--- src/common/rf_top_consts.svh ---
// Widths, depth and reset values shared by the register files and the key logic.
// The reset key and nonce are fixed placeholders and must be replaced per product.
`ifndef RF_TOP_CONSTS_SVH
`define RF_TOP_CONSTS_SVH

// Register file geometry
`define RF_DATA_W   32
`define RF_ADDR_W   5
`define RF_NUM_REGS 32

// bfloat16 sits in one half of a register word
`define BF16_W 16

// Scrambling key and nonce
`define SCR_KEY_W   128
`define SCR_NONCE_W 64

// Values held until the first key delivery
`define SCR_KEY_RST   128'h3d4a_91c0_7be2_58f6_0a17_c4d9_e25b_86f3
`define SCR_NONCE_RST 64'hf1c2_7a09_5e3b_d846

`endif

--- src/common/rf_top_pkg.sv ---
// Register word types for the integer and bfloat16 register files.
// A floating-point word is seen either as raw bits or as two bfloat16 halves.
`default_nettype none

`include "rf_top_consts.svh"

package rf_top_pkg;

  // One register word
  typedef logic [`RF_DATA_W-1:0] rf_word_t;

  // One bfloat16 value
  typedef logic [`BF16_W-1:0] bf16_t;

  // Upper and lower bfloat16 halves of a word
  typedef struct packed {
    bf16_t hi;
    bf16_t lo;
  } fp_halves_t;

  // Floating-point register word, two decodings
  typedef union packed {
    rf_word_t   raw;
    fp_halves_t half;
  } fp_word_u;

endpackage

`default_nettype wire

--- src/regfile/int_register_file.sv ---
// Flip-flop integer register file, two combinational read ports, one write port.
// Register 0 has no storage and always reads zero; writes to it are dropped.
`timescale 1ns/1ps
`default_nettype none

`include "rf_top_consts.svh"

module int_register_file (
  input  logic                     clk_i,
  input  logic                     rst_ni,
  input  logic [`RF_ADDR_W-1:0]    raddr_a_i,
  input  logic [`RF_ADDR_W-1:0]    raddr_b_i,
  input  logic [`RF_ADDR_W-1:0]    waddr_i,
  input  logic                     we_i,
  input  rf_top_pkg::rf_word_t     wdata_i,
  output rf_top_pkg::rf_word_t     rdata_a_o,
  output rf_top_pkg::rf_word_t     rdata_b_o
);

  rf_top_pkg::rf_word_t       mem_q [`RF_NUM_REGS];
  logic [`RF_NUM_REGS-1:1]    we_dec;

  // Hard-wired zero
  assign mem_q[0]  = '0;

  for (genvar i = 1; i < `RF_NUM_REGS; i++) begin : gen_regs
    assign we_dec[i] = we_i & (waddr_i == `RF_ADDR_W'(i));

    always_ff @(posedge clk_i or negedge rst_ni) begin
      if (!rst_ni) begin
        mem_q[i] <= '0;
      end else if (we_dec[i]) begin
        mem_q[i] <= wdata_i;
      end
    end
  end

  // Asynchronous reads
  assign rdata_a_o = mem_q[raddr_a_i];
  assign rdata_b_o = mem_q[raddr_b_i];

endmodule

`default_nettype wire

--- src/regfile/fp_register_file.sv ---
// bfloat16 register file, two combinational read ports, one write port.
// All entries are writable, entry 0 included; reset clears every word.
`timescale 1ns/1ps
`default_nettype none

`include "rf_top_consts.svh"

module fp_register_file (
  input  logic                     clk_i,
  input  logic                     rst_ni,
  input  logic [`RF_ADDR_W-1:0]    raddr_a_i,
  input  logic [`RF_ADDR_W-1:0]    raddr_b_i,
  input  logic [`RF_ADDR_W-1:0]    waddr_i,
  input  logic                     we_i,
  input  rf_top_pkg::fp_word_u     wdata_i,
  output rf_top_pkg::fp_word_u     rdata_a_o,
  output rf_top_pkg::fp_word_u     rdata_b_o
);

  rf_top_pkg::fp_word_u mem_q [`RF_NUM_REGS];

  always_ff @(posedge clk_i or negedge rst_ni) begin
    if (!rst_ni) begin
      for (int i = 0; i < `RF_NUM_REGS; i++) begin
        mem_q[i] <= '0;
      end
    end else if (we_i) begin
      mem_q[waddr_i] <= wdata_i;
    end
  end

  // Asynchronous reads
  assign rdata_a_o = mem_q[raddr_a_i];
  assign rdata_b_o = mem_q[raddr_b_i];

endmodule

`default_nettype wire

--- src/regfile/rf_port_steer.sv ---
// Steers one write port and two read ports between the integer and FP files.
// The shift moves a bfloat16 between the low half of the bus and the upper half
// of the FP word, in both directions. It has no effect on integer words.
`timescale 1ns/1ps
`default_nettype none

`include "rf_top_consts.svh"

module rf_port_steer (
  input  logic                     we_i,
  input  rf_top_pkg::rf_word_t     wdata_i,
  input  logic                     fp_wdata_sel_i,
  input  logic                     fp_rdata_a_sel_i,
  input  logic                     fp_rdata_b_sel_i,
  input  logic                     fp_shift_i,
  input  rf_top_pkg::rf_word_t     int_rdata_a_i,
  input  rf_top_pkg::rf_word_t     int_rdata_b_i,
  input  rf_top_pkg::fp_word_u     fp_rdata_a_i,
  input  rf_top_pkg::fp_word_u     fp_rdata_b_i,
  output logic                     int_we_o,
  output logic                     fp_we_o,
  output rf_top_pkg::fp_word_u     fp_wdata_o,
  output rf_top_pkg::rf_word_t     rdata_a_o,
  output rf_top_pkg::rf_word_t     rdata_b_o
);

  // Per-port read select, with the upper half brought down when shifting
  function automatic rf_top_pkg::rf_word_t read_word(
    input logic                 fp_sel,
    input logic                 shift,
    input rf_top_pkg::rf_word_t int_word,
    input rf_top_pkg::fp_word_u fp_word
  );
    rf_top_pkg::rf_word_t fp_view;
    fp_view = shift ? {{`BF16_W{1'b0}}, fp_word.half.hi} : fp_word.raw;
    return fp_sel ? fp_view : int_word;
  endfunction

  assign int_we_o = we_i & ~fp_wdata_sel_i;
  assign fp_we_o  = we_i & fp_wdata_sel_i;

  always_comb begin
    fp_wdata_o = '0;
    if (fp_shift_i) begin
      fp_wdata_o.half.hi = wdata_i[`BF16_W-1:0];
      fp_wdata_o.half.lo = '0;
    end else begin
      fp_wdata_o.raw = wdata_i;
    end
  end

  assign rdata_a_o = read_word(fp_rdata_a_sel_i, fp_shift_i, int_rdata_a_i, fp_rdata_a_i);
  assign rdata_b_o = read_word(fp_rdata_b_sel_i, fp_shift_i, int_rdata_b_i, fp_rdata_b_i);

endmodule

`default_nettype wire

--- src/hdl/scramble_key_ctrl.sv ---
// Scrambling key request and hold. The invalidate input is a single-cycle strobe
// and is ignored while a request is open. Key and nonce load on every cycle with
// key_valid_i high, requested or not.
`timescale 1ns/1ps
`default_nettype none

`include "rf_top_consts.svh"

module scramble_key_ctrl (
  input  logic                     clk_i,
  input  logic                     rst_ni,
  input  logic                     icache_inval_i,
  input  logic                     key_valid_i,
  input  logic [`SCR_KEY_W-1:0]    key_i,
  input  logic [`SCR_NONCE_W-1:0]  nonce_i,
  output logic                     req_o,
  output logic                     key_valid_o,
  output logic [`SCR_KEY_W-1:0]    key_o,
  output logic [`SCR_NONCE_W-1:0]  nonce_o
);

  logic                     req_d, req_q;
  logic                     key_valid_d, key_valid_q;
  logic [`SCR_KEY_W-1:0]    key_q;
  logic [`SCR_NONCE_W-1:0]  nonce_q;

  // Request opens on invalidate, closes when a key arrives
  assign req_d       = req_q ? ~key_valid_i : icache_inval_i;
  // Valid drops with the request, returns with the key
  assign key_valid_d = req_q          ? key_valid_i :
                       icache_inval_i ? 1'b0        :
                                        key_valid_q;

  always_ff @(posedge clk_i or negedge rst_ni) begin
    if (!rst_ni) begin
      req_q       <= 1'b0;
      key_valid_q <= 1'b1;
    end else begin
      req_q       <= req_d;
      key_valid_q <= key_valid_d;
    end
  end

  always_ff @(posedge clk_i or negedge rst_ni) begin
    if (!rst_ni) begin
      key_q   <= `SCR_KEY_RST;
      nonce_q <= `SCR_NONCE_RST;
    end else if (key_valid_i) begin
      key_q   <= key_i;
      nonce_q <= nonce_i;
    end
  end

  assign req_o       = req_q;
  assign key_valid_o = key_valid_q;
  assign key_o       = key_q;
  assign nonce_o     = nonce_q;

endmodule

`default_nettype wire

--- src/hdl/rf_top.sv ---
// Register-file top: integer and bfloat16 files, port steering, sleep status and
// scrambling key logic. Everything runs on clk_i; core_sleep_o is status only.
// Busy is seen one cycle late, the wake-up requests act combinationally.
`timescale 1ns/1ps
`default_nettype none

`include "rf_top_consts.svh"

module rf_top (
  input  logic                     clk_i,
  input  logic                     rst_ni,

  input  logic                     core_busy_i,
  input  logic                     debug_req_i,
  input  logic                     irq_pending_i,
  input  logic                     irq_nm_i,
  output logic                     core_sleep_o,

  input  logic [`RF_ADDR_W-1:0]    rf_raddr_a_i,
  input  logic [`RF_ADDR_W-1:0]    rf_raddr_b_i,
  input  logic [`RF_ADDR_W-1:0]    rf_waddr_i,
  input  logic                     rf_we_i,
  input  rf_top_pkg::rf_word_t     rf_wdata_i,
  input  logic                     rf_fp_wdata_sel_i,
  input  logic                     rf_fp_rdata_a_sel_i,
  input  logic                     rf_fp_rdata_b_sel_i,
  input  logic                     rf_fp_shift_i,
  output rf_top_pkg::rf_word_t     rf_rdata_a_o,
  output rf_top_pkg::rf_word_t     rf_rdata_b_o,

  input  logic                     icache_inval_i,
  input  logic                     scramble_key_valid_i,
  input  logic [`SCR_KEY_W-1:0]    scramble_key_i,
  input  logic [`SCR_NONCE_W-1:0]  scramble_nonce_i,
  output logic                     scramble_req_o,
  output logic                     scramble_key_valid_o,
  output logic [`SCR_KEY_W-1:0]    scramble_key_o,
  output logic [`SCR_NONCE_W-1:0]  scramble_nonce_o
);

  logic                   core_busy_q;
  logic                   int_we;
  logic                   fp_we;
  rf_top_pkg::fp_word_u   fp_wdata;
  rf_top_pkg::rf_word_t   int_rdata_a, int_rdata_b;
  rf_top_pkg::fp_word_u   fp_rdata_a, fp_rdata_b;

  ////////////////////////////////////////
  // Sleep status
  ////////////////////////////////////////

  always_ff @(posedge clk_i or negedge rst_ni) begin
    if (!rst_ni) begin
      core_busy_q <= 1'b0;
    end else begin
      core_busy_q <= core_busy_i;
    end
  end

  assign core_sleep_o = ~(core_busy_q | debug_req_i | irq_pending_i | irq_nm_i);

  ////////////////////////////////////////
  // Register files
  ////////////////////////////////////////

  rf_port_steer u_rf_port_steer (
    .we_i             (rf_we_i),
    .wdata_i          (rf_wdata_i),
    .fp_wdata_sel_i   (rf_fp_wdata_sel_i),
    .fp_rdata_a_sel_i (rf_fp_rdata_a_sel_i),
    .fp_rdata_b_sel_i (rf_fp_rdata_b_sel_i),
    .fp_shift_i       (rf_fp_shift_i),
    .int_rdata_a_i    (int_rdata_a),
    .int_rdata_b_i    (int_rdata_b),
    .fp_rdata_a_i     (fp_rdata_a),
    .fp_rdata_b_i     (fp_rdata_b),
    .int_we_o         (int_we),
    .fp_we_o          (fp_we),
    .fp_wdata_o       (fp_wdata),
    .rdata_a_o        (rf_rdata_a_o),
    .rdata_b_o        (rf_rdata_b_o)
  );

  int_register_file u_int_register_file (
    .clk_i     (clk_i),
    .rst_ni    (rst_ni),
    .raddr_a_i (rf_raddr_a_i),
    .raddr_b_i (rf_raddr_b_i),
    .waddr_i   (rf_waddr_i),
    .we_i      (int_we),
    .wdata_i   (rf_wdata_i),
    .rdata_a_o (int_rdata_a),
    .rdata_b_o (int_rdata_b)
  );

  fp_register_file u_fp_register_file (
    .clk_i     (clk_i),
    .rst_ni    (rst_ni),
    .raddr_a_i (rf_raddr_a_i),
    .raddr_b_i (rf_raddr_b_i),
    .waddr_i   (rf_waddr_i),
    .we_i      (fp_we),
    .wdata_i   (fp_wdata),
    .rdata_a_o (fp_rdata_a),
    .rdata_b_o (fp_rdata_b)
  );

  ////////////////////////////////////////
  // Scrambling key
  ////////////////////////////////////////

  scramble_key_ctrl u_scramble_key_ctrl (
    .clk_i          (clk_i),
    .rst_ni         (rst_ni),
    .icache_inval_i (icache_inval_i),
    .key_valid_i    (scramble_key_valid_i),
    .key_i          (scramble_key_i),
    .nonce_i        (scramble_nonce_i),
    .req_o          (scramble_req_o),
    .key_valid_o    (scramble_key_valid_o),
    .key_o          (scramble_key_o),
    .nonce_o        (scramble_nonce_o)
  );

endmodule

`default_nettype wire

--- config.mk ---
export PLATFORM = sky130hd
export DESIGN_NAME = rf_top
export DESIGN_NICKNAME = d
export VERILOG_FILES = /design/src/common/rf_top_pkg.sv /design/src/regfile/int_register_file.sv /design/src/regfile/fp_register_file.sv /design/src/regfile/rf_port_steer.sv /design/src/hdl/scramble_key_ctrl.sv /design/src/hdl/rf_top.sv
export VERILOG_INCLUDE_DIRS = /design/src /design/src/common
export SDC_FILE = /design/constraint.sdc
export NUM_CORES = 2
export LEC_CHECK = 0
export ABC_CLOCK_PERIOD_IN_PS = 14490
export BUFFER_PORTS_ARGS = -buffer_cell sky130_fd_sc_hd__buf_4
export CAP_MARGIN = 0
export CORE_MARGIN = 4
export CORE_UTILIZATION = 35
export DETAILED_ROUTE_END_ITERATION = 8
export GPL_TIMING_DRIVEN = 0
export SYNTH_ARGS = -nofsm -noshare
export SYNTH_HDL_FRONTEND = slang
export SYNTH_SLANG_ARGS = --single-unit
--- constraint.sdc ---
create_clock -name clk_i -period 14.49 [get_ports clk_i]
set_clock_uncertainty 0.05 [all_clocks]
set_input_delay 4.347 -clock clk_i [delete_from_list [all_inputs] [get_ports clk_i]]
set_output_delay 4.347 -clock clk_i [all_outputs]
set_load 0.01 [all_outputs]
==> reports/results.tsv <==
stage	metric	value	unit
placed_design	place.port_buffers	499	
job	drv_cap	9	
sta	fin_tns_setup	0	ns
floorplanning	ios	511	
clock_network	cts_buffers	266	
layout	drive_gt1_share	31.90	%
layout	final_core_util	41.01	%
critical_path	cp_cell_sequence	buf_4 > buf_2 > clkbuf_1 > clkbuf_1 > nand4_1 > a41oi_1 > a221o_1 > buf_4	
critical_path	endpoint_kind	output port	
synth	synth.yosys.seq_area_share	48.79	%
synth	avgSynthCellArea	12.38	µm²
synth	syn-num-nets	9429	
critical_path	cp_max_fo	10	
critical_path	slowest_delay	1.32	ns
layout	final_nets	10216	
synth	synth_edf_count	0	
power	ir_drop	85.71	µV
sta	fmax	70.97	MHz
synth	yosysUniqueCellTypes	52	
critical_path	worstPathArrival	9.69	ns
placed_design	dp_slack	0.3881	ns
power	fin_total_pwr	17.37	mW
drt	dr_total_vias	90074	
worst_hold_path	hp-class	reg2reg	
power	p_per_area	131.4	nW/µm²
power	p_leak	57.51	nW
floorplanning	die_area	333900	µm²
sta	fin_crit_sh	97.24	%
clock_network	clkSinkCount	2211	
power	p_clk_share	39.4	%
sta	hold_viol	0	
grt	grt_pass1_vias	90867	
grt	grt_max_degree	197	
placed_design	dp_hpwl	402500	µm
power	comb_power_share	17.3	%
synth	synth_seq_cells	2211	
synth	syn-cell-area	113600	µm²
sta	maxSlewHeadroom	-6.393	%
power	intPower	12.31	mW
power	p_sw	5.054	mW
grt	gr-total-overflow	0	
layout	area_growth	16.27	%
drt	wl_per_cell	36.07	µm
clock_network	cts_resized	0	
clock_network	clockRootBuffer	clkbuf_16	
floorplanning	fp.dieH	577.8	µm
clock_network	cts_tree	built	
floorplanning	fp.coreArea	322200	µm²
sta	drv_slew	84	
clock_network	clkLatencyLatePin	0.88	ns
synth	ys_warn_count	0	
drt	drt_iter0_markers	12212	
grt	grt_antenna_before_repair	68	
placed_design	place_area	123300	µm²
clock_network	cts_setup_buffers	0	
grt	grt.total_usage	30.67	%
critical_path	crit_type	in2out	
power	seqPwrFrac	43.3	%
floorplanning	row_count	208	
drt	totalWireLength	523400	µm
clock_network	path_clk_slew	0.06	ns
sta	rsz0062_at_grt	false	
outcome	violations	max-capacitance violations, max-slew violations	
clock_network	cts.htree.levels	5	
synth	async_flop_share	100.0	%
synth	synthCells	9177	
sta	setup_slack	0.3994	ns
floorplanning	start_util	35.27	%
sta	min_period	14.09	ns
critical_path	start_kind	input pin	
floorplanning	die_width	577.8	µm
drt	avgViaCountPerCell	6.207	
drt	drc_errors	0	
critical_path	worstPathRequired	10.09	ns
clock_network	clockBufferDepth	4	
outcome	status	finished, violations left	
synth	synth_top_flop_cell	dfrtp_1	
clock_network	holdBufCountCts	0	
critical_path	cp_slowest_cell	a41oi_1	
drt	dr.pass1.iters	8	
grt	grt_pass1_wl	721600	µm
layout	postLayoutCellArea	132100	µm²
power	swShare	29.10	%
sta	tightestPinTransition	1.596	ns
drt	ant_nets	0	
placed_design	gp_congestion	1.062	
sta	setup_viol	0	
routing by layer:
metal / routed length [µm] / up-vias / global-route usage, %
met5: 267 / - / 0.2836
met4: 36730 / 24 / 18.44
met3: 66290 / 1434 / 12.26
met2: 226800 / 5890 / 45.09
met1: 193300 / 47089 / 37.91
li1: - / 35637 / -
sequential cells by signal (all words and copies together), names as in the netlist:
name,count
u_fp_register_file.mem_q,1024
u_int_register_file.mem_q,992
u_scramble_key_ctrl.key_o,128
u_scramble_key_ctrl.nonce_o,64
core_busy_q,1
u_scramble_key_ctrl.key_valid_o,1
u_scramble_key_ctrl.req_o,1
layout by cell type, fill, tap and decap left out, drive strengths merged, types with 3 or more instances in the layout:
cell / synthesis / routed
dfrtp: 2114 / 2114
nand2: 1354 / 1354
mux2: 1239 / 1239
o21ai: 1058 / 1058
clkbuf: 638 / 1027
buf: 297 / 816
mux4: 755 / 755
mux2i: 583 / 583
a22oi: 230 / 230
nand3: 128 / 128
dfstp: 97 / 97
a21oi: 92 / 92
nor2: 78 / 78
a221oi: 50 / 50
diode: 0 / 49
a31oi: 47 / 47
a22o: 47 / 47
nand4: 46 / 46
o211ai: 46 / 46
a41oi: 45 / 45
clkinv: 0 / 40
nor2b: 36 / 36
nand2b: 30 / 30
a221o: 30 / 30
inv: 5 / 19
nand3b: 17 / 17
a311oi: 17 / 17
o31ai: 16 / 16
a41o: 15 / 15
o21bai: 15 / 15
bufinv: 0 / 14
nor3: 10 / 10
and2: 7 / 7
or2: 6 / 6
o2bb2ai: 6 / 6
a211oi: 4 / 4
clkinvlp: 0 / 4
a2111oi: 3 / 3
and3: 3 / 3
critical path: cells and delay by family:
kind,cells,cell delay [ns]
AND/OR/NAND/NOR,1,0.60
buffers and inverters,5,2.84
AO/OA/AOI/OAI,2,1.85
stage by stage:
stage,hold slack (ns),instances
3_5_place_dp,0.4347,14001
4_1_cts,0.4481,14462
6_report,0.4465,14511
3_3_place_gp,0.4225,13981
5_1_grt,0.4699,14483
2_1_floorplan,0.4091,9177
layout make-up:
cell class | count | area [µm²]
multi-input combinational | 6026 | 54220
antenna | 49 | 122.6
clock buffer | 389 | 7908
tap | 4305 | 5386
inverter | 5 | 18.77
fill | 30508 | 190000
sequential | 2211 | 55450
timing repair buffer | 519 | 4223
buffer | 935 | 3989
clock inverter | 72 | 820.8
cell usage after synthesis, types with 36 or more instances:
library cell | number | share of area, %
buf_1 | 85 | 0.28
nand4_1 | 46 | 0.25
nor2b_1 | 36 | 0.20
a21oi_1 | 92 | 0.41
clkbuf_1 | 638 | 2.1
dfrtp_1 | 2114 | 47
a31oi_1 | 47 | 0.26
o211ai_1 | 46 | 0.30
mux4_2 | 755 | 15
nor2_1 | 78 | 0.26
a22o_1 | 47 | 0.36
mux2i_1 | 583 | 5.1
mux2_2 | 1230 | 12
o21ai_0 | 1041 | 4.6
dfstp_2 | 97 | 2.2
a221oi_1 | 50 | 0.39
nand2_1 | 1354 | 4.5
buf_2 | 163 | 0.72
nand3_1 | 128 | 0.56
a41oi_1 | 45 | 0.35
a22oi_1 | 230 | 1.5
cell families (layout without fill, tap and decap cells):
group,after synthesis,after routing,synth area share [%]
buf+inv,940,1920,3.522
simple gates,1722,1722,6.198
mux,2577,2577,32.37
flops,2211,2211,48.79
compound gates,1727,1727,9.115
other cells,0,49,0
power by group through the flow:
stage	logic (mW)	registers (mW)	clock network, mW
floorplan	1.75	7.42	0
CTS	2.94	7.48	6.91
finish	3.00	7.51	6.85
global placement	2.85	7.52	0
detailed placement	2.94	7.58	0
global route	3.17	7.59	7.14
path summary, 6_finish.rpt:
check	startpoint	end	slack (ns)	cells after the start
setup / recovery	rf_raddr_b_i[2]	rf_rdata_b_o[17]	0.40	8
hold / removal	u_fp_register_file.mem_q[768]	u_fp_register_file.mem_q[768]	0.45	2
setup reg to reg	u_scramble_key_ctrl.nonce_o[2]	u_scramble_key_ctrl.nonce_o[2]	13.54	1
hold reg to reg	u_fp_register_file.mem_q[768]	u_fp_register_file.mem_q[768]	0.45	2
max in group asynchronous	rst_ni	u_scramble_key_ctrl.key_o[40]	7.22	6
min in group asynchronous	rst_ni	u_fp_register_file.mem_q[731]	3.30	1
No activity file was read; power rests on OpenSTA's default activity.
